### src/rtl/bpu_consts.svh
`ifndef BPU_CONSTS_SVH
`define BPU_CONSTS_SVH

`define XLEN       32
`define HIST_LEN   16

// gshare table, pc[9:2] xor history[7:0]
`define DIR_IDX_W  8
`define BTB_IDX_W  8
`define BTB_TAG_W  14
`define RAS_DEPTH  8

`define OP_BRANCH  7'b1100011
`define OP_JAL     7'b1101111
`define OP_JALR    7'b1100111
`define REG_RA     5'd1

// weakly not taken
`define CTR_INIT   2'b01

`endif

### src/rtl/bpu_pkg.sv
`include "bpu_consts.svh"

package bpu_pkg;

    typedef logic [`XLEN-1:0] xaddr_t;
    typedef logic [`HIST_LEN-1:0] hist_t;

    // upper bit set means taken
    typedef logic [1:0] ctr_t;

    typedef struct packed {
        logic                  valid;
        logic [`BTB_TAG_W-1:0] tag;
        xaddr_t                target;
    } btb_entry_t;

    typedef struct packed {
        logic   is_branch;
        logic   is_jal;
        logic   is_jalr;
        logic   is_call;
        logic   is_ret;
        xaddr_t br_off;
        xaddr_t jal_off;
    } inst_class_t;

endpackage

### src/rtl/pred_table.sv
`timescale 1ns/1ps

module pred_table #(
    parameter type    entry_t     = logic [1:0],
    parameter int     DEPTH       = 256,
    parameter entry_t RESET_ENTRY = '0
) (
    input  logic                     clk,
    input  logic                     rst,
    input  logic [$clog2(DEPTH)-1:0] rd_idx_i,
    output entry_t                   rd_data_o,
    input  logic [$clog2(DEPTH)-1:0] rd2_idx_i,
    output entry_t                   rd2_data_o,
    input  logic                     wr_en_i,
    input  logic [$clog2(DEPTH)-1:0] wr_idx_i,
    input  entry_t                   wr_data_i
);

    entry_t mem [DEPTH];

    assign rd_data_o  = mem[rd_idx_i];
    assign rd2_data_o = mem[rd2_idx_i];

    always_ff @(posedge clk) begin
        if (rst) begin
            for (int i = 0; i < DEPTH; i++) begin
                mem[i] <= RESET_ENTRY;
            end
        end else if (wr_en_i) begin
            mem[wr_idx_i] <= wr_data_i;
        end
    end

endmodule

### src/rtl/dir_predictor.sv
`timescale 1ns/1ps
`include "bpu_consts.svh"

module dir_predictor (
    input  logic            clk,
    input  logic            rst,
    input  bpu_pkg::xaddr_t pc_i,
    output logic            taken_o,
    output bpu_pkg::hist_t  history_o,
    input  logic            flush_i,
    input  bpu_pkg::hist_t  flush_hist_i,
    input  logic            upd_en_i,
    input  bpu_pkg::xaddr_t upd_pc_i,
    input  bpu_pkg::hist_t  upd_hist_i,
    input  logic            upd_is_branch_i,
    input  logic            upd_taken_i
);
    import bpu_pkg::*;

    hist_t                 history_q;
    logic [`DIR_IDX_W-1:0] rd_idx;
    logic [`DIR_IDX_W-1:0] upd_idx;
    ctr_t                  rd_ctr;
    ctr_t                  upd_ctr;
    ctr_t                  upd_ctr_next;

    // a flush redirect wins over a same-cycle resolution
    always_ff @(posedge clk) begin
        if (rst) begin
            history_q <= '0;
        end else if (flush_i) begin
            history_q <= flush_hist_i;
        end else if (upd_en_i) begin
            history_q <= {history_q[`HIST_LEN-2:0], upd_taken_i};
        end
    end

    assign history_o = history_q;

    // gshare hash
    assign rd_idx  = pc_i[`DIR_IDX_W+1:2] ^ history_q[`DIR_IDX_W-1:0];
    assign upd_idx = upd_pc_i[`DIR_IDX_W+1:2] ^ upd_hist_i[`DIR_IDX_W-1:0];

    always_comb begin
        upd_ctr_next = upd_ctr;
        if (upd_taken_i && (upd_ctr != 2'b11)) begin
            upd_ctr_next = ctr_t'(upd_ctr + 2'd1);
        end else if (!upd_taken_i && (upd_ctr != 2'b00)) begin
            upd_ctr_next = ctr_t'(upd_ctr - 2'd1);
        end
    end

    pred_table #(
        .entry_t     (ctr_t),
        .DEPTH       (1 << `DIR_IDX_W),
        .RESET_ENTRY (`CTR_INIT)
    ) u_table (
        .clk        (clk),
        .rst        (rst),
        .rd_idx_i   (rd_idx),
        .rd_data_o  (rd_ctr),
        .rd2_idx_i  (upd_idx),
        .rd2_data_o (upd_ctr),
        .wr_en_i    (upd_en_i && upd_is_branch_i),
        .wr_idx_i   (upd_idx),
        .wr_data_i  (upd_ctr_next)
    );

    assign taken_o = rd_ctr[1];

endmodule

### config.mk
export PLATFORM = sky130hd
export DESIGN_NAME = dir_predictor
export DESIGN_NICKNAME = d
export VERILOG_FILES = /design/src/rtl/bpu_pkg.sv /design/src/rtl/pred_table.sv /design/src/rtl/dir_predictor.sv
export VERILOG_INCLUDE_DIRS = /design/src /design/src/rtl
export SDC_FILE = /design/constraint.sdc
export NUM_CORES = 1
export LEC_CHECK = 0
export BUFFER_PORTS_ARGS = -buffer_cell sky130_fd_sc_hd__buf_4
export CAP_MARGIN = 20
export CORE_MARGIN = 2
export CORE_UTILIZATION = 65
export DETAILED_ROUTE_END_ITERATION = 6
export PLACE_DENSITY_LB_ADDON = 0.08
export SYNTH_ARGS = -nofsm -noshare
export SYNTH_HDL_FRONTEND = slang
export SYNTH_SLANG_ARGS = --single-unit
### constraint.sdc
create_clock -name clk -period 9.3 [get_ports clk]
set_clock_uncertainty 0.05 [all_clocks]
set_input_delay 1.86 -clock clk [delete_from_list [all_inputs] [get_ports clk]]
set_output_delay 1.86 -clock clk [all_outputs]
set_load 0.02 [all_outputs]
==> results.ini <==
[run_status]
status = finished, violations left
violations = design-rule violations

[worst_setup_path]
critPathMaxFanout = 32
cp.arrival_ns = 5.34
crit_top_cell = mux4_2
rrSetupSlack_ns = 4.78
worst_r2r_endpoint = u_table.mem[182][0]
critPathLaunch = pc_i[3]
end_kind = output port
cp-start-kind = input port
r2r_start = u_table.mem[142][0]
reg2reg_depth = 12
cp.required_ns = 7.39
path_cells = buf_4 > xor2_4 > buf_12 > mux4_2 > mux4_2 > mux4_2 > nor2b_1 > a211oi_1 > a21oi_1 > buf_4
cpMaxStageDelayCell = xor2_4
crit_type = in -> out
slowest_delay_ns = 0.88

[die]
core-area_um2 = 45300
io_pins = 119
die_h_um = 218
die_x_um = 218
start_util_pct = 65.8
std_cell_rows = 78
die-area_um2 = 47600

[final_layout]
fin_util_pct = 71.4
final_common_cell = edfxtp_1
final_cell_mix = edfxtp_1, nand4_1, mux2i_1, nand2_1, mux4_2
area_growth_pct = 8.48
layout.nets = 2390
fillers = 3049
drive_gt1_share_pct = 19.8

[detailed_routing]
vias = 22838
routed_wl_um = 95500
highest_layer = met5
route.met2.wl_um = 42300
postRouteAntennaNets = 0
first_pass_iters = 7
drc = 1
wl_met3_um = 14900
wl_per_cell_um = 32.6
drt_iter0_markers = 3802
m1WireLength_um = 32600
vias_per_cell = 7.80

[synth]
synthFlopType = edfxtp_1
ys_seq_area_share_pct = 52.7
syn_avg_cell_area_um2 = 12.6
syn_nets = 2475
synth_async_sr_flop_share_pct = 0
ys_types = 47
synthCells = 2371
yosys_warnings = 0
synth-edff-count = 512
syn_area_um2 = 29800
synth_seq_cells = 528

[sta]
rsz0062_at_grt = no
fin_crit_ns = 7.25
tightest_slew_ns = 1.14
fin_crit_sh_pct = 77.9
drv_slew = 0
tns_ns = 0
hold_violations = 0
fmax_ghz = 0.138
postLayoutSetupSlackWorst_ns = 2.05
slew_headroom_pct = 23.9
setup_viol = 0

[grt]
track_usage_pct = 40.5
gr-total-overflow = 0
grt_pass1_vias = 21839
grt_max_degree = 136
grt_pass1_wl_um = 140000
antenna_found_initial = 1

[clock_tree]
htreeDepth = 2
clock_sinks = 528
cts_root_buf = clkbuf_16
postCtsSetupBuffers = 0
worst_skew_pair.late_latency_ns = 0.63
clkSlewWorstSetupHoldPaths_ns = 0.06
cts_resized = 0
cts_made_buffers = 56
holdBufCountCts = 0
cts_tree = built
clockBufferDepth = 3

[worst_hold_path]
worstHoldStart = history_o[15]
worstHoldPathCells = 4
holdPathEnd = history_o[15]
min-delay-path-class = reg -> reg

[power]
power.total_mw = 6.15
ir_drop_mv = 0.290
cellPowerDensity_nw_per_um2 = 190
power_leakage_nw = 10.3

[placed_design]
dp_slack_ns = 1.97
dpl.hpwl_um = 56100
place_congestion = 0.925
portBuffers = 62

[flow_run]
maxCapViolCount = 0

[kinds of logic after synthesis]
family | share of synthesized area [%]
AOI/OAI and AO/OA | 11.8
xor gates and xnor gates | 0.831
adders and majority gates | 0.0839
buffers and inverters | 4.88
DFF | 52.7
muxes | 17.1
and+or+nand+nor | 12.7
[layer usage]
layer  vias to the layer above  global-route usage (%)
li1                       9224                       -
met1                     11153                    55.8
met2                      2065                    59.0
met3                       394                    11.1
met4                         2                    21.7
met5                         -                       0
[synth_stat cells, types with 2 or more instances]
master	count	area, um^2
nor2_1	124	465
nand3_2	30	300
mux4_2	144	3240
o21bai_1	26	195
a21oi_1	114	571
a41o_1	5	50.1
nand4_1	214	1340
a221oi_1	2	17.5
xnor2_1	12	105
dfxtp_1	16	320
clkbuf_1	183	687
mux2i_1	165	1650
xor2_1	10	87.6
inv_1	3	11.3
o22a_1	16	140
xor2_4	2	55.1
nor3_1	14	70.1
a22oi_1	8	60.1
buf_4	3	22.5
o22ai_1	34	213
nand3_1	24	120
ha_1	2	25.0
or2_2	36	225
nand3b_1	6	45.0
buf_1	12	45.0
buf_8	3	45.0
a21boi_0	36	270
buf_6	30	338
a211oi_1	127	953
a21o_1	100	751
buf_2	61	305
nand2b_1	94	588
nand2_1	153	574
o221ai_1	16	140
edfxtp_1	512	15400
o31ai_1	16	120
mux4_1	8	210
[cell type report]
type	count	area (um^2)	area share, %
clock inverter	18	130	0.402
clock buffer	80	1510	4.68
timing repair buffer	149	1340	4.14
inverter	3	11.3	0.0348
multi-input combinational	1548	12900	39.9
tap	600	751	2.32
antenna	1	2.50	0.00774
sequential	528	15700	48.5
[through the flow]
step                      hold WS [ns]  instance area (um^2)  std cells
after floorplan                  0.672                 29800       2371
after global placement           0.549                 30600       2822
after detailed placement         0.581                 30600       2822
after CTS                        0.598                 32300       2920
after global routing             0.662                 32300       2926
final                            0.591                 32300       2927
[sequential cells by signal, indices dropped and copies added (netlist names)]
register and cells:
history_o 16, u_table.mem 512
[worst max-delay path: cells and delay by family]
family / cells / cell delay [ns]
AOI/OAI and AO/OA: 2 / 0.29
xor gates and xnor gates: 1 / 0.88
buffers and inverters: 3 / 0.64
muxes: 3 / 1.45
and+or+nand+nor: 1 / 0.15
[worst max path at each step]
stage / to / cells past startpoint
final: taken_o / 10
after global placement: u_table.mem[165][0] / 16
after global routing: taken_o / 10
after floorplan: taken_o / 8
after detailed placement: u_table.mem[160][0] / 16
after CTS: taken_o / 10
[power breakdown]
group | total, mW | switching [mW] | internal (mW)
clock | 2.10 | 0.929 | 1.17
sequential | 2.69 | 0.0330 | 2.66
combinational | 1.36 | 0.976 | 0.380
Power figures use the tool's default switching activity.
