===== src/rtl/bpu_consts.svh =====
`ifndef BPU_CONSTS_SVH
`define BPU_CONSTS_SVH

`define XLEN       32
`define HIST_LEN   16

// gshare table, pc[9:2] xor history[7:0]
`define DIR_IDX_W  8
`define BTB_IDX_W  8
`define BTB_TAG_W  14
`define RAS_DEPTH  8

`define OP_BRANCH  7'b1100011
`define OP_JAL     7'b1101111
`define OP_JALR    7'b1100111
`define REG_RA     5'd1

// weakly not taken
`define CTR_INIT   2'b01

`endif


===== src/rtl/bpu_pkg.sv =====
`include "bpu_consts.svh"

package bpu_pkg;

    typedef logic [`XLEN-1:0] xaddr_t;
    typedef logic [`HIST_LEN-1:0] hist_t;

    // upper bit set means taken
    typedef logic [1:0] ctr_t;

    typedef struct packed {
        logic                  valid;
        logic [`BTB_TAG_W-1:0] tag;
        xaddr_t                target;
    } btb_entry_t;

    typedef struct packed {
        logic   is_branch;
        logic   is_jal;
        logic   is_jalr;
        logic   is_call;
        logic   is_ret;
        xaddr_t br_off;
        xaddr_t jal_off;
    } inst_class_t;

endpackage


===== src/rtl/inst_decode.sv =====
`timescale 1ns/1ps
`include "bpu_consts.svh"

module inst_decode (
    input  logic [`XLEN-1:0]     inst_i,
    output bpu_pkg::inst_class_t cls_o
);
    import bpu_pkg::*;

    logic [6:0] opcode;
    logic [4:0] rd;
    logic [4:0] rs1;
    logic       is_jal;
    logic       is_jalr;

    assign opcode = inst_i[6:0];
    assign rd     = inst_i[11:7];
    assign rs1    = inst_i[19:15];

    assign is_jal  = (opcode == `OP_JAL);
    assign is_jalr = (opcode == `OP_JALR);

    assign cls_o.is_branch = (opcode == `OP_BRANCH);
    assign cls_o.is_jal    = is_jal;
    assign cls_o.is_jalr   = is_jalr;
    // jalr x0, 0(ra)
    assign cls_o.is_ret    = is_jalr && (rd == 5'd0) && (rs1 == `REG_RA);
    assign cls_o.is_call   = is_jal || (is_jalr && (rd != 5'd0));

    // b-type immediate
    assign cls_o.br_off = {{20{inst_i[31]}}, inst_i[7], inst_i[30:25],
                           inst_i[11:8], 1'b0};

    // j-type immediate
    assign cls_o.jal_off = {{12{inst_i[31]}}, inst_i[19:12], inst_i[20],
                            inst_i[30:21], 1'b0};

endmodule


===== config.mk =====
export PLATFORM = sky130hd
export DESIGN_NAME = inst_decode
export DESIGN_NICKNAME = d
export VERILOG_FILES = /design/src/rtl/bpu_pkg.sv /design/src/rtl/inst_decode.sv
export VERILOG_INCLUDE_DIRS = /design/src /design/src/rtl
export SDC_FILE = /design/constraint.sdc
export NUM_CORES = 1
export LEC_CHECK = 0
export ABC_AREA = 0
export BUFFER_PORTS_ARGS = -buffer_cell sky130_fd_sc_hd__buf_2
export CAP_MARGIN = 30
export CORE_MARGIN = 2
export CORE_UTILIZATION = 28
export DETAILED_ROUTE_END_ITERATION = 7
export PLACE_DENSITY = 0.88
export SLEW_MARGIN = 20
export SYNTH_ARGS = -nofsm -noshare
export SYNTH_HDL_FRONTEND = slang
export SYNTH_SLANG_ARGS = --single-unit
export TNS_END_PERCENT = 10

===== constraint.sdc =====
create_clock -name vclk -period 2
set_input_delay 0.6 -clock vclk [all_inputs]
set_output_delay 0.6 -clock vclk [all_outputs]
set_load 0.1 [all_outputs]

==> results.cfg, run 1 <==
[sta]
max_freq_mhz = 433.8
post-route-min-period_ns = 2.305
rsz0062_at_grt = true
setup_viol = 5
period_share = 1.153
fin_ws_ns = -0.3051
drv_slew = 0
hold-worst-slack_ns = 1.200
hold_viol = 0

[die]
boundaryPins = 101
fp.coreArea_um2 = 1942
rows = 16
fp.dieArea_um2 = 2434
die_h_um = 49.34
start_util = 0.2964
die_w_um = 49.34

[yosys]
ys_seq_area_frac = 0
synth_top_area_share = 0.8609
yosys-top-cells-area = buf_4 86%, nor4_2 2.2%, nor2_1 2.0%
synth_top_area_cell = buf_4
synth_warnings = 0
ys_types = 12
syn_avg_cell_area_um2 = 7.194
synth_cells = 80
syn_area_um2 = 575.6

[final_layout]
antenna_cells = 0
area_growth_pct = 15.65
nClkBuffers = 0
fin_nets = 93
seq_cell_count = 0
seqCellArea_um2 = 0
multi_input_area_um2 = 142.6
fill_cells = 183
final_core_util = 0.3428
drive_gt1_frac = 0.8644

[setup_path]
setup.worst_path.class = input pin to primary output
endpoint = cls_o[64]
worstPathRequired_ns = 1.40
endpoint_kind = primary output
crit_start = inst_i[7]
crit_buf_inv = 2
max_stage_delay_ns = 0.35
cp_common_cell = nor4_4
worstSetupStartpointType = input pin
critical_path.slowest_cell = nor4_4
crit_cells = 5
cp_cell_sequence = buf_2, nor4_4, nand2_1, nor4_4, buf_12
crit_family = simple AND/OR/NAND/NOR gates
crit_arrival_ns = 1.71
crit_fanout = 2

[routing]
vias_per_cell = 4.047
vias = 348
postRouteAntennaNets = 0
drt_iter0_drc = 0
wirelength_um = 1101
drc = 0
wl_per_cell_um = 12.80
drtPass1Iterations = 1

[power]
combinationalPowerShare = 1.000
p_clk_frac = 0
swShare = 0.6434
p_leak_nw = 0.3113
irDropWorstVdd_mv = 0.1145
internal-power_mw = 0.07227
seqPwrFrac = 0
power.density_nw_per_um2 = 304.5
netSwitchingPower_mw = 0.1304

[clock_network]
hold_buffers = 0
post_cts_buffers = 0

[global_route]
grt_util_all_layers = 0.08488
grt_pass1_wl_um = 1669
grt_max_degree = 33
gr-total-overflow = 0
antenna_found_initial = 0
grt_pass1_vias = 357

[placed_design]
place.gp.congestion = 0.6575
io_buffers = 32
dp_hpwl_um = 911.2

[run]
cap_viol_max_count = 0

[min_path]
hold_path.class = input pin to primary output

[outcome]
violations = setup timing
status = finished with violations
per-layer routing:
| metal | track usage | vias up | part of all wire |
|---|---|---|---|
| li1 | - | 139 | - |
| met1 | 0.06789 | 144 | 0.26 |
| met2 | 0.1757 | 65 | 0.52 |
| met3 | 0.05521 | 0 | 0.22 |
| met4 | 0 | 0 | 0 |
| met5 | 0 | - | 0 |
layout make-up:
class              instances  area share
inverters                  1    0.005639
repair buffers            44      0.7293
well taps                 27     0.05075
multi-input cells         14      0.2143
cells in the mapped netlist:
library cell and count:
conb_1 1, and4b_1 1, nor4_2 1, inv_1 1
nand3_1 1, nand2_1 2, or4b_1 1, a21oi_1 1
nor4_1 1, nor3_1 1, buf_4 66, nor2_1 3
stage by stage:
| step | area, um^2 | cells | total power [mW] | TNS, ns | worst slack (ns) |
|---|---|---|---|---|---|
| final | 665.6 | 86 | 0.2027 | -0.7375 | -0.3051 |
| after CTS | 665.6 | 86 | 0.2028 | -0.7159 | -0.3162 |
| after detailed placement | 634.4 | 86 | 0.1986 | -0.9124 | -0.3162 |
| after global routing | 665.6 | 86 | 0.2084 | -0.9822 | -0.3534 |
| after global placement | 634.4 | 86 | 0.1957 | -0.8768 | -0.3177 |
| after floorplan | 620.6 | 81 | 0.6148 | -1.862 | -0.7243 |
cell usage in the layout (no fill, tap or decap):
| cell type | netlist | layout |
|---|---|---|
| buf_2 | 0 | 16 |
| buf_12 | 0 | 15 |
| buf_4 | 66 | 11 |
| nor2_1 | 3 | 2 |
| nand2_1 | 2 | 2 |
| nor4_4 | 0 | 2 |
| conb_1 | 1 | 2 |
| buf_6 | 0 | 2 |
| inv_1 | 1 | 1 |
| and4b_1 | 1 | 1 |
| nand3_2 | 0 | 1 |
| nor2_4 | 0 | 1 |
| nor3_4 | 0 | 1 |
| or4b_4 | 0 | 1 |
| a21oi_4 | 0 | 1 |
what timing repair did:
action,4_1_cts,5_1_grt
gates resized for setup,6,0
cloned,0,0
endpoints found under the hold margin,0,0
setup endpoints to repair,5,5
pin swaps,1,0
power by group through the flow:
| stage | registers (mW) | logic, mW | clock network, mW |
|---|---|---|---|
| after CTS | 0 | 0.203 | 0 |
| after floorplan | 0 | 0.615 | 0 |
| final | 0 | 0.203 | 0 |
| after global placement | 0 | 0.196 | 0 |
| after detailed placement | 0 | 0.199 | 0 |
| after global routing | 0 | 0.208 | 0 |
kinds of logic after synthesis:
logic type | Yosys count | share of synthesized area
AO/OA/AOI/OAI | 1 | 0.008687
buffers and inverters | 67 | 0.8674
other | 1 | 0.006515
AND/OR/NAND/NOR | 11 | 0.1174
how the worst min path moves through the flow:
stage,endpoint,slack [ns],cells past startpoint,start
4_1_cts,cls_o[2],1.20,0,inst_i[22]
2_1_floorplan,cls_o[64],1.31,1,inst_i[16]
3_5_place_dp,cls_o[2],1.20,0,inst_i[22]
6_report,cls_o[2],1.20,0,inst_i[22]
3_3_place_gp,cls_o[2],1.20,0,inst_i[22]
5_1_grt,cls_o[12],1.20,0,inst_i[12]
Note: power is estimated with default switching activity, not from simulation.
==> inputs of run 2 (changes only) <==
--- a/config.mk
+++ b/config.mk
@@ -7,12 +7,12 @@
 export NUM_CORES = 1
 export LEC_CHECK = 0
 export ABC_AREA = 0
-export BUFFER_PORTS_ARGS = -buffer_cell sky130_fd_sc_hd__buf_2
 export CAP_MARGIN = 30
 export CORE_MARGIN = 2
-export CORE_UTILIZATION = 28
+export CORE_UTILIZATION = 40
 export DETAILED_ROUTE_END_ITERATION = 7
-export PLACE_DENSITY = 0.88
+export DONT_BUFFER_PORTS = 1
+export PLACE_DENSITY = 0.58
 export SLEW_MARGIN = 20
 export SYNTH_ARGS = -nofsm -noshare
 export SYNTH_HDL_FRONTEND = slang
==> constraint.sdc (replaced) <==
create_clock -name vclk -period 2
set_input_delay 0.4 -clock vclk [all_inputs]
set_output_delay 0.4 -clock vclk [all_outputs]
set_load 0.1 [all_outputs]
==> run 2 against run 1 <==
Net effect: the flow now finishes without violations; flip-flop and latch count unchanged; setup slack better by 0.54 ns; core utilization down 16 points; first-iteration DRC count up 1; worst hold slack worse by 0.40 ns; non-clock buffer count down 39; largest cell class is now multi-input gates; highest routed layer unchanged.
==> results.cfg, run 2 (synthesis results as in run 1) <==
[power]
combinationalPowerShare = 1.000
p_clk_frac = 0
seqPwrFrac = 0
netSwitchingPower_mw = 0.02390
irDropWorstVdd_mv = 0.04570
internal-power_mw = 0.005636
swShare = 0.8092
p_leak_nw = 0.08385
power.density_nw_per_um2 = 121.7
p_total_mw = 0.02954

[setup_path]
worstSetupStartpointType = input pin
crit_fanout = 2
crit_arrival_ns = 1.37
crit_family = simple AND/OR/NAND/NOR gates
endpoint_kind = primary output
worstPathRequired_ns = 1.60
cp_common_cell = nor4_4
max_stage_delay_ns = 0.33
setup.worst_path.class = input pin to primary output
crit_buf_inv = 1
critical_path.slowest_cell = nor4_4
cp_cell_sequence = nor4_4, nand2_1, nor4_4, buf_12

[min_path]
hold_path.class = input pin to primary output

[global_route]
grt_pass1_wl_um = 641
grt_max_degree = 33
grt_util_all_layers = 0.04178
grt_pass1_vias = 167
antenna_found_initial = 0
gr-total-overflow = 0

[die]
die_w_um = 41.93
fp.coreArea_um2 = 1318
fp.dieArea_um2 = 1758
die_h_um = 41.93
start_util = 0.4368
boundaryPins = 101
rows = 13

[routing]
vias_per_cell = 4.486
wirelength_um = 447
drc = 0
vias = 157
drtPass1Iterations = 4
drt_iter0_drc = 1
wl_per_cell_um = 12.77
postRouteAntennaNets = 0

[final_layout]
final_core_util = 0.1842
nClkBuffers = 0
fill_cells = 141
seq_cell_count = 0
seqCellArea_um2 = 0
layout_commonest_cell = buf_12
area_growth_pct = -57.83
antenna_cells = 0
fin_nets = 54
final_cell_mix = 4 x buf_12, 2 x nor2_2, 2 x nand2_1, 2 x nor4_4, 2 x conb_1
drive_gt1_frac = 0.6500

[sta]
period_share = 0.8839
tns_ns = 0
hold-worst-slack_ns = 0.8000
hold_viol = 0
max_freq_mhz = 565.7
post-route-min-period_ns = 1.768
setup_viol = 0
drv_slew = 0
rsz0062_at_grt = false

[clock_network]
post_cts_buffers = 0
hold_buffers = 0
cts_resized = 0

[placed_design]
io_buffers = 0
place.gp.congestion = 0.5252
dp_hpwl_um = 408.7

[run]
cap_viol_max_count = 0

[outcome]
status = finished clean
==> run 2: changes by cell type in the layout (fill, tap and decap cells not counted), sizes merged <==
cell / previous run / this run
buf: 44 / 5
==> run 2: layout make-up <==
class | instances | area (um^2) | share of cell area
Tap cell | 15 | 18.77 | 0.07732
Multi-Input combinational cell | 14 | 132.6 | 0.5464
Inverter | 1 | 3.754 | 0.01546
Timing Repair Buffer | 5 | 87.58 | 0.3608
==> run 2: worst paths after layout <==
path	startpoint	to	slack, ns	cells after the start
max	inst_i[7]	cls_o[64]	0.23	4
min	inst_i[16]	cls_o[16]	0.80	0
==> run 2: through the flow <==
| stage | setup WS [ns] | cell area [um^2] | instances |
|---|---|---|---|
| 2_1_floorplan | -0.3243 | 620.6 | 81 |
| 3_3_place_gp | 0.2042 | 242.7 | 35 |
| 3_5_place_dp | 0.2036 | 242.7 | 35 |
| 4_1_cts | 0.2036 | 242.7 | 35 |
| 5_1_grt | 0.1583 | 242.7 | 35 |
| 6_report | 0.2321 | 242.7 | 35 |
==> run 2: power by group through the flow <==
stage	Combinational, mW	Clock [mW]	Sequential, mW
after floorplan	0.615	0	0
after global placement	0.0294	0	0
after detailed placement	0.0297	0	0
after CTS	0.0297	0	0
after global routing	0.0303	0	0
final	0.0295	0	0
==> run 2: layer usage <==
metal,vias up,part of all wire,global-route usage
met1,69,0.13,0.02564
met3,0,0.34,0.03043
met5,-,0,0
met4,0,0,0.01290
met2,27,0.53,0.08750
li1,61,-,-
