<file path="src/rtl/bpu_consts.svh">
`ifndef BPU_CONSTS_SVH
`define BPU_CONSTS_SVH

`define XLEN       32
`define HIST_LEN   16

// gshare table, pc[9:2] xor history[7:0]
`define DIR_IDX_W  8
`define BTB_IDX_W  8
`define BTB_TAG_W  14
`define RAS_DEPTH  8

`define OP_BRANCH  7'b1100011
`define OP_JAL     7'b1101111
`define OP_JALR    7'b1100111
`define REG_RA     5'd1

// weakly not taken
`define CTR_INIT   2'b01

`endif

</file>
<file path="src/rtl/bpu_pkg.sv">
`include "bpu_consts.svh"

package bpu_pkg;

    typedef logic [`XLEN-1:0] xaddr_t;
    typedef logic [`HIST_LEN-1:0] hist_t;

    // upper bit set means taken
    typedef logic [1:0] ctr_t;

    typedef struct packed {
        logic                  valid;
        logic [`BTB_TAG_W-1:0] tag;
        xaddr_t                target;
    } btb_entry_t;

    typedef struct packed {
        logic   is_branch;
        logic   is_jal;
        logic   is_jalr;
        logic   is_call;
        logic   is_ret;
        xaddr_t br_off;
        xaddr_t jal_off;
    } inst_class_t;

endpackage

</file>
<file path="src/rtl/return_stack.sv">
`timescale 1ns/1ps
`include "bpu_consts.svh"

module return_stack #(
    parameter int DEPTH = `RAS_DEPTH
) (
    input  logic                 clk,
    input  logic                 rst,
    output logic                 top_valid_o,
    output bpu_pkg::xaddr_t      top_o,
    input  logic                 upd_en_i,
    input  bpu_pkg::xaddr_t      upd_pc_i,
    input  bpu_pkg::inst_class_t upd_cls_i
);
    import bpu_pkg::*;

    localparam int PTR_W = $clog2(DEPTH);

    xaddr_t         stack [DEPTH];
    // count of valid entries, one extra bit to reach DEPTH
    logic [PTR_W:0] ptr_q;
    logic [PTR_W:0] top_ptr;
    xaddr_t         ret_addr;

    assign ret_addr = upd_pc_i + xaddr_t'(4);
    assign top_ptr  = ptr_q - 1'b1;

    always_ff @(posedge clk) begin
        if (rst) begin
            ptr_q <= '0;
        end else if (upd_en_i && upd_cls_i.is_call) begin
            if (ptr_q == (PTR_W + 1)'(DEPTH)) begin
                // full, wrap onto the bottom slot
                ptr_q <= (PTR_W + 1)'(1);
            end else begin
                ptr_q <= ptr_q + 1'b1;
            end
        end else if (upd_en_i && upd_cls_i.is_ret && (ptr_q != '0)) begin
            ptr_q <= top_ptr;
        end
    end

    always_ff @(posedge clk) begin
        if (upd_en_i && upd_cls_i.is_call) begin
            if (ptr_q == (PTR_W + 1)'(DEPTH)) begin
                stack[0] <= ret_addr;
            end else begin
                stack[ptr_q[PTR_W-1:0]] <= ret_addr;
            end
        end
    end

    assign top_valid_o = (ptr_q != '0);
    assign top_o       = stack[top_ptr[PTR_W-1:0]];

endmodule

</file>
<file path="config.mk">
export PLATFORM = sky130hd
export DESIGN_NAME = return_stack
export DESIGN_NICKNAME = d
export VERILOG_FILES = /design/src/rtl/bpu_pkg.sv /design/src/rtl/return_stack.sv
export VERILOG_INCLUDE_DIRS = /design/src /design/src/rtl
export SDC_FILE = /design/constraint.sdc
export NUM_CORES = 1
export LEC_CHECK = 0
export ABC_AREA = 1
export CORE_ASPECT_RATIO = 0.6
export CORE_MARGIN = 2
export CORE_UTILIZATION = 34
export DETAILED_ROUTE_END_ITERATION = 10
export DONT_BUFFER_PORTS = 1
export PLACE_DENSITY_LB_ADDON = 0.2
export SLEW_MARGIN = 20
export SYNTH_ARGS = -nofsm -noshare
export SYNTH_HDL_FRONTEND = slang
export SYNTH_SLANG_ARGS = --single-unit
</file>
<file path="constraint.sdc">
create_clock -name clk -period 7.3 [get_ports clk]
set_input_delay 1.825 -clock clk [delete_from_list [all_inputs] [get_ports clk]]
set_output_delay 1.825 -clock clk [all_outputs]
set_load 0.01 [all_outputs]
</file>
==> metrics.cfg, run 1 <==
[global_route]
antenna_found_initial = 0
grtUsageTotal = 0.162
busiest_layer = met2
met1_usage = 0.240
grt_start_max_net_pins = 75
grt_use_met2 = 0.254
grt_overflow = 0
grt_pass1_vias = 6670
grt_util_met3 = 0.0273
grt_pass1_wl_mm = 42.7

[worst_hold_path]
min_path_type = reg2reg
min-delay-start = ptr_q[3]$_SDFFE_PP0P_
whs_path_depth = 5
worstHoldEndpoint = ptr_q[3]$_SDFFE_PP0P_

[clocking]
cts_resized = 0
clk_latency_ns = 0.53
cts_hold_buf = 0
post_cts_buffers = 0
tritoncts = yes
clk_pin_slew_ns = 0.07
cts.sinks = 260
numCtsBuffers = 25
htreeDepth = 1
clockBufferDepth = 3
root_buffer = clkbuf_16

[floorplanning]
die_h_um = 146
initial_core_util = 0.349
die_w_um = 241
dieArea_sq_um = 35100
core_region_area_sq_um = 32700
ios = 137
row_count = 51

[placement]
dp.cells = 1475
place_congestion = 0.856
dpl_cell_area_sq_um = 11800
pre_cts_ws_ns = 1.93
dp_hpwl_mm = 16.7
numPortBuffers = 0

[drt]
via_count = 7157
drt_pass1_iterations = 5
viasPerCell = 4.71
drcViolationCount = 0
drt_iter0_drc = 527
ant_nets = 0
route.detailed.wl_per_inst_um = 18.7
drt_wl_total_mm = 28.4

[sta]
whs_ns = 0.682
fin_tns_setup_ns = 0
rsz0062_at_grt = no
report.final.slew_viol_count = 0
fin_skew_ns = 0.00911
hold_violations = 0
worstMarginPinSlew_ns = 0.955
worst_slack_ns = 1.42
setup_violations = 0
period_share = 0.805
min_period_ns = 5.88
relSlewSlack = 0.362
timing.fmax_ghz = 0.170

[synth]
synthCells = 1065
synth_ff_type = edfxtp_1
postSynthAreaPerCell_sq_um = 10.7
synth_area_sq_um = 11400
synth.most_common_cell = nor2_1
ys_ff_latch = 260
synth_top_cell_area_share = 0.674
synth_cell_types = 31
synth_seq_area_share = 0.681
ys_warn_count = 0
synth_async_sr_flop_share = 0
synthesis.nets = 1173
synth_edf_count = 256
synth_top_area_cell = edfxtp_1
synth_top_cells_by_count = 275 x nor2_1, 256 x edfxtp_1, 167 x nand2_1, 106 x o21ai_0, 88 x o21ai_1
synth_area_leaders = edfxtp_1 67%, nor2_1 9.0%, nand2_1 5.5%, o21ai_0 4.6%, o21ai_1 3.9%

[power_and_ir_drop]
power_density_nw_per_um2 = 277
ir_drop_v = 0.000200
power_mw = 3.48
leakagePower_nw = 4.40

[setup_path]
crit_fanout = 66
crit_required_ns = 5.48
path_cells = inv_4 -> ha_4 -> inv_2 -> nor2_1 -> o21ai_0 -> nand2_1 -> inv_1 -> o21ai_1
worst_path_max_delay_cell = dfxtp_4
rrSetupSlack_ns = 3.51
cpPeakStageDelay_ns = 0.85
worstSetupPathType = reg2out
crit_path_end_kind = output port
r2r_cells = 8
reg2reg_from = ptr_q[0]$_SDFFE_PP0P_
reg2reg_to = stack[4][0]$_DFFE_PP_
startpoint = ptr_q[0]$_SDFFE_PP0P_
startpoint_type = flip-flop
cp.arrival_ns = 4.05

[final_layout]
finalInstanceArea_sq_um = 12600
num_antenna_cells = 0
synthToLayoutAreaGrowth_pct = 10.2
drive_above_1_share = 0.0618
fin_nets = 1160
final_cell_count_no_fill = 1518
fin_util = 0.384
fillers = 3199

[outcome]
status = finished, final reports clean

[run]
maxCapViolations = 0

## layer usage
| layer | wire length, um | up-vias |
|---|---|---|
| met5 | 0 | - |
| met4 | 356 | 0 |
| met1 | 14100 | 3413 |
| met2 | 12800 | 121 |
| met3 | 1110 | 28 |
| li1 | - | 3595 |
## cell type report
class | instances | area [sq um] | area share
flip-flops and latches | 260 | 7770 | 0.618
multi-input cells | 698 | 3170 | 0.252
clock buffers | 29 | 641 | 0.0509
well taps | 450 | 563 | 0.0448
inverters | 55 | 209 | 0.0166
clock inverters | 14 | 128 | 0.0101
repair buffers | 12 | 90.1 | 0.00716
## critical path: cells and delay by family, from the launching register on
kind / cells / cell delay (ns)
buf+inv: 3 / 0.97
simple gates: 2 / 0.29
compound gates: 2 / 0.54
flops: 1 / 0.85
fa+ha+maj: 1 / 0.76
## power by group
part / leakage [nW] / switching [mW] / internal, mW
logic: 1.67 / 0.391 / 0.141
registers: 2.35 / 0.0231 / 1.67
clock network: 0.374 / 0.552 / 0.699
total: 4.40 / 0.966 / 2.51
## kinds of logic (layout without fill, tap and decap cells)
logic type,after synthesis,after routing,synth area share
buffers and inverters,107,110,0.0474
adders and majority gates,4,4,0.00439
DFF,260,260,0.681
AOI/OAI and AO/OA,199,199,0.0878
and+or+nand+nor,478,478,0.166
xor gates and xnor gates,17,17,0.0137
## cell usage in the layout (no fill, tap or decap), types with 10 or more instances in the layout
| master | count |
|---|---|
| clkbuf_16 | 25 |
| nand3b_1 | 13 |
| o21ai_1 | 88 |
| buf_4 | 12 |
| nor2_1 | 270 |
| edfxtp_1 | 256 |
| xor2_1 | 10 |
| nand3_1 | 12 |
| nand2_1 | 167 |
| o21ai_0 | 106 |
| inv_1 | 51 |
## registers in the layout, indices dropped and copies added (netlist names)
name   count
ptr_q      4
stack    256
## how the worst max path moves through the flow
stage,slack [ns],end,depth (start not counted)
floorplan,1.57,stack[5][0]$_DFFE_PP_,4
global placement,1.91,top_o[5],8
detailed placement,1.93,top_o[5],8
CTS,1.32,top_o[5],8
global route,1.11,top_o[30],7
finish,1.42,top_o[30],8
Note: power is estimated with default switching activity, not from simulation.
==> inputs of run 2 (changes only) <==
==> constraint.sdc (replaced) <==
create_clock -name clk -period 5.66 [get_ports clk]
set_input_delay 1.415 -clock clk [delete_from_list [all_inputs] [get_ports clk]]
set_output_delay 1.415 -clock clk [all_outputs]
set_load 0.01 [all_outputs]
==> run 2 against run 1 <==
Effect of this change:
- critical path depth is 1 lower
- global-route usage grew 0.49 points
- sequential power rose by 29%
- register-to-register slack worse by 1.3 ns
- via count increased by 2.1%
- setup slack worse by 0.59 ns
- critical path type unchanged
- largest cell class unchanged
==> metrics.cfg, run 2 (synthesized netlist as in run 1, its figures left out) <==
[outcome]
status = finished, final reports clean

[clocking]
cts_resized = 0
tritoncts = yes
cts.sinks = 260
numCtsBuffers = 24
root_buffer = clkbuf_16
cts_hold_buf = 0
clockBufferDepth = 3
clk_pin_slew_ns = 0.07
post_cts_buffers = 0
htreeDepth = 1
clk_latency_ns = 0.53

[sta]
hold_violations = 0
setup_violations = 0
report.final.slew_viol_count = 0
fin_tns_setup_ns = 0
relSlewSlack = 0.314
period_share = 0.852
min_period_ns = 4.83
rsz0062_at_grt = no
worstMarginPinSlew_ns = 1.03
fin_skew_ns = 0.00917
timing.fmax_ghz = 0.207
whs_ns = 0.703

[placement]
dp_hpwl_mm = 17.1
dp.cells = 1481
numPortBuffers = 0
place_congestion = 0.860

[setup_path]
rrSetupSlack_ns = 2.25
crit_path_end_kind = output port
worstSetupPathType = reg2out
crit_required_ns = 4.24
reg2reg_to = stack[2][10]$_DFFE_PP_
cp.arrival_ns = 3.41
startpoint_type = flip-flop
crit_fanout = 76
crit_path_end = top_o[30]
startpoint = ptr_q[0]$_SDFFE_PP0P_
r2r_cells = 8
reg2reg_from = ptr_q[0]$_SDFFE_PP0P_

[final_layout]
layout_commonest_cell = nor2_1
fillers = 3170
final_cell_count_no_fill = 1525
num_antenna_cells = 0
regArea_sq_um = 7770
synthToLayoutAreaGrowth_pct = 12.0
fin_nets = 1165
reg_top3 = stack (256), ptr_q (4)
multi_input_area_sq_um = 3170
mostFrequentLayoutCells = 270 x nor2_1, 256 x edfxtp_1, 167 x nand2_1
drive_above_1_share = 0.0735
largest_reg_flops = 256
largest_register = stack

[global_route]
grt_pass1_vias = 6849
antenna_found_initial = 0
grt_start_max_net_pins = 97
grt_pass1_wl_mm = 43.8
grt_overflow = 0
grtUsageTotal = 0.167

[worst_hold_path]
min_path_type = reg2reg

[drt]
ant_nets = 0
via_count = 7304
drt_pass1_iterations = 5
drt_iter0_drc = 609
drt_wl_total_mm = 29.1
route.detailed.wl_per_inst_um = 19.1
viasPerCell = 4.79
drcViolationCount = 0

[power_and_ir_drop]
power_density_nw_per_um2 = 375
ir_drop_v = 0.000255
leakagePower_nw = 4.50

[floorplanning]
dieArea_sq_um = 35100
row_count = 51
initial_core_util = 0.349
die_h_um = 146
die_w_um = 241
core_region_area_sq_um = 32700
ios = 137

[run]
maxCapViolations = 0

[run 2: cell count changes in the layout (fill, tap and decap cells not counted)]
cell        delta
clkinv_1       -3
inv_6          -1
buf_12         +1
bufinv_16      +6
clkinv_4       -2
clkinv_2       +3
clkbuf_1       -3
clkinvlp_4     +1
buf_4          +5
[run 2: worst max-delay path, cell delays in order, from the launching register on]
cell     delay (ns)
dfxtp_4        0.59
inv_4          0.20
buf_4          0.52
buf_4          0.74
o21ai_0        0.21
nand2_1        0.10
inv_1          0.04
o21ai_1        0.45
[run 2: final cells by class]
cell class                 count  area share
sequential                   260       0.608
multi-input combinational    698       0.248
clock buffer                  26      0.0492
tap                          450      0.0440
clock inverter                18      0.0229
inverter                      55      0.0163
timing repair buffer          18      0.0115
[run 2: power by group]
group / total (mW) / switching, mW / internal (mW)
Sequential: 2.19 / 0.0315 / 2.16
Clock: 1.90 / 0.731 / 1.17
Combinational: 0.706 / 0.510 / 0.197
Total: 4.80 / 1.27 / 3.52
[run 2: per-layer routing]
metal | vias up | routed length, um | part of all wire | GRT usage
met1 | 3510 | 13900 | 0.48 | 0.242
li1 | 3606 | - | - | -
met4 | 0 | 361 | 0.012 | 0.0261
met3 | 33 | 1370 | 0.047 | 0.0290
met5 | - | 0 | 0 | 0
met2 | 155 | 13500 | 0.46 | 0.266
[run 2: worst min path at each step]
stage | depth (start not counted) | slack [ns] | endpoint | startpoint
2_1_floorplan | 3 | 0.61 | ptr_q[2]$_SDFFE_PP0P_ | ptr_q[2]$_SDFFE_PP0P_
3_3_place_gp | 5 | 0.67 | ptr_q[3]$_SDFFE_PP0P_ | ptr_q[3]$_SDFFE_PP0P_
3_5_place_dp | 5 | 0.67 | ptr_q[3]$_SDFFE_PP0P_ | ptr_q[3]$_SDFFE_PP0P_
4_1_cts | 5 | 0.69 | ptr_q[3]$_SDFFE_PP0P_ | ptr_q[3]$_SDFFE_PP0P_
5_1_grt | 4 | 0.75 | ptr_q[1]$_SDFFE_PP0P_ | ptr_q[1]$_SDFFE_PP0P_
6_report | 5 | 0.70 | ptr_q[3]$_SDFFE_PP0P_ | ptr_q[3]$_SDFFE_PP0P_
[run 2: stage by stage]
step | utilization | area, sq um | worst slack [ns] | total power [mW]
floorplan | - | 11400 | 0.336 | 2.76
global placement | 0.362 | 11900 | 1.31 | 2.95
detailed placement | 0.362 | 11900 | 1.29 | 2.96
CTS | 0.391 | 12800 | 0.712 | 4.85
global route | 0.391 | 12800 | 0.516 | 5.02
finish | 0.391 | 12800 | 0.835 | 4.80
==> inputs of run 3 (changes only) <==
==> constraint.sdc (replaced) <==
create_clock -name clk -period 4.63 [get_ports clk]
set_input_delay 1.1575 -clock clk [delete_from_list [all_inputs] [get_ports clk]]
set_output_delay 1.1575 -clock clk [all_outputs]
set_load 0.01 [all_outputs]
==> run 3 against run 2 <==
Effect of this change:
- register-to-register slack got worse by 0.52 ns
- setup slack got worse by 0.36 ns
- clock power rose by 3%
- utilization rose by 0.32 points
- flip-flop and latch count did not move
- sequential share of layout area fell by 0.50 points
- wire length fell by 4.7%
- critical path depth rose by 2
- non-clock buffer count rose by 30
- clock skew rose by 0.0063 ns
- via count barely moved
- sequential power rose by 22%
- critical endpoint is now top_o[3]
- largest cell class unchanged
==> metrics.cfg, run 3 (synthesized netlist as in run 1, its figures left out) <==
[clocking]
root_buffer = clkbuf_16
numCtsBuffers = 25
cts_resized = 0
cts_hold_buf = 0
cts.sinks = 260
clockBufferDepth = 3
tritoncts = yes
clk_latency_ns = 0.53
clk_pin_slew_ns = 0.06
htreeDepth = 1
post_cts_buffers = 0

[final_layout]
multi_input_area_sq_um = 3180
largest_reg_flops = 256
num_antenna_cells = 0
finalInstanceArea_sq_um = 12900
reg_top3 = stack (256), ptr_q (4)
regArea_sq_um = 7770
drive_above_1_share = 0.0904
largest_register = stack
fin_nets = 1196
synthToLayoutAreaGrowth_pct = 12.9
layout_commonest_cell = nor2_1
mostFrequentLayoutCells = 270 x nor2_1, 256 x edfxtp_1, 167 x nand2_1
fillers = 3218

[setup_path]
reg2reg_from = ptr_q[0]$_SDFFE_PP0P_
critical_path_buf_inv_count = 4
cp.arrival_ns = 3.00
r2r_cells = 8
startpoint = ptr_q[0]$_SDFFE_PP0P_
crit_required_ns = 3.47
crit_fanout = 48
cpPeakStageDelay_ns = 0.73
cp_top_family = buffers and inverters
startpoint_type = flip-flop
reg2reg_to = stack[2][28]$_DFFE_PP_
path_cells = inv_4 -> ha_4 -> inv_2 -> nor2_1 -> o21ai_0 -> nand2_1 -> inv_1 -> o21ai_1 -> buf_4
rrSetupSlack_ns = 1.73
worst_path_max_delay_cell = dfxtp_4
worstSetupPathType = reg2out
crit_path_end_kind = output port

[placement]
dpl_cell_area_sq_um = 12100
pre_cts_ws_ns = 1.00
numPortBuffers = 0
place_congestion = 0.836
dp_hpwl_mm = 16.5

[run]
maxCapViolations = 0

[drt]
ant_nets = 0
drcViolationCount = 0
route.detailed.wl_per_inst_um = 17.8
drt_wl_total_mm = 27.8
drt_iter0_drc = 522
drt_pass1_iterations = 5
via_count = 7298
viasPerCell = 4.69

[worst_hold_path]
worstHoldEndpoint = ptr_q[3]$_SDFFE_PP0P_
min_path_type = reg2reg
whs_path_depth = 5
min-delay-start = ptr_q[3]$_SDFFE_PP0P_

[global_route]
grt_start_max_net_pins = 73
grt_pass1_wl_mm = 42.4
grtUsageTotal = 0.159
grt_pass1_vias = 6889
grt_overflow = 0
antenna_found_initial = 0

[sta]
worst_slack_ns = 0.471
min_period_ns = 4.16
worstMarginPinSlew_ns = 0.913
period_share = 0.898
timing.fmax_ghz = 0.240
fin_skew_ns = 0.0154
report.final.slew_viol_count = 0
relSlewSlack = 0.390
fin_tns_setup_ns = 0
rsz0062_at_grt = no
setup_violations = 0
hold_violations = 0

[floorplanning]
dieArea_sq_um = 35100
ios = 137
core_region_area_sq_um = 32700
initial_core_util = 0.349
die_h_um = 146
row_count = 51
die_w_um = 241

[power_and_ir_drop]
leakagePower_nw = 4.58
ir_drop_v = 0.000235
power_density_nw_per_um2 = 437
power_mw = 5.63

[outcome]
status = finished, final reports clean

## run 3: layout make-up
type / instances / area share
Tap cell: 450 / 0.0437
Clock inverter: 8 / 0.00505
Multi-Input combinational cell: 698 / 0.247
Sequential cell: 260 / 0.603
Inverter: 55 / 0.0162
Clock buffer: 37 / 0.0536
Timing Repair Buffer: 48 / 0.0318
## run 3: worst max path at each step
stage                             to  slack [ns]  depth (start not counted)
2_1_floorplan  stack[5][0]$_DFFE_PP_        0.91                          4
3_3_place_gp               top_o[14]        0.97                          9
3_5_place_dp               top_o[14]        1.00                          9
4_1_cts                    top_o[14]        0.42                          9
5_1_grt                    top_o[15]        0.23                          9
6_report                    top_o[3]        0.47                          9
## run 3: per-layer routing
metal,track usage,share of wire,wire length [um],up-vias
met3,0.0385,0.058,1620,32
met4,0.0267,0.014,384,0
li1,-,-,-,3659
met5,0,0,0,-
met2,0.238,0.43,11900,136
met1,0.236,0.50,13800,3471
## run 3: through the flow
stage	std cells	hold slack (ns)	utilization
after floorplan	1065	0.609	-
after global placement	1511	0.652	0.371
after detailed placement	1511	0.671	0.371
after CTS	1556	0.668	0.394
after global routing	1556	0.680	0.394
final	1556	0.687	0.394
## run 3: where the power goes
group	internal, mW	switching [mW]	leakage [nW]
combinational	0.363	0.641	1.87
sequential	2.64	0.0316	2.35
clock	1.09	0.864	0.369
## run 3: worst register-to-register path, cell delays in order, from the launching register on
cell,delay [ns]
dfxtp_4,0.73
inv_4,0.20
ha_4,0.22
nand3_1,0.11
nand2_1,0.22
inv_1,0.21
nand3_1,0.21
nor2_4,0.13
buf_4,0.48
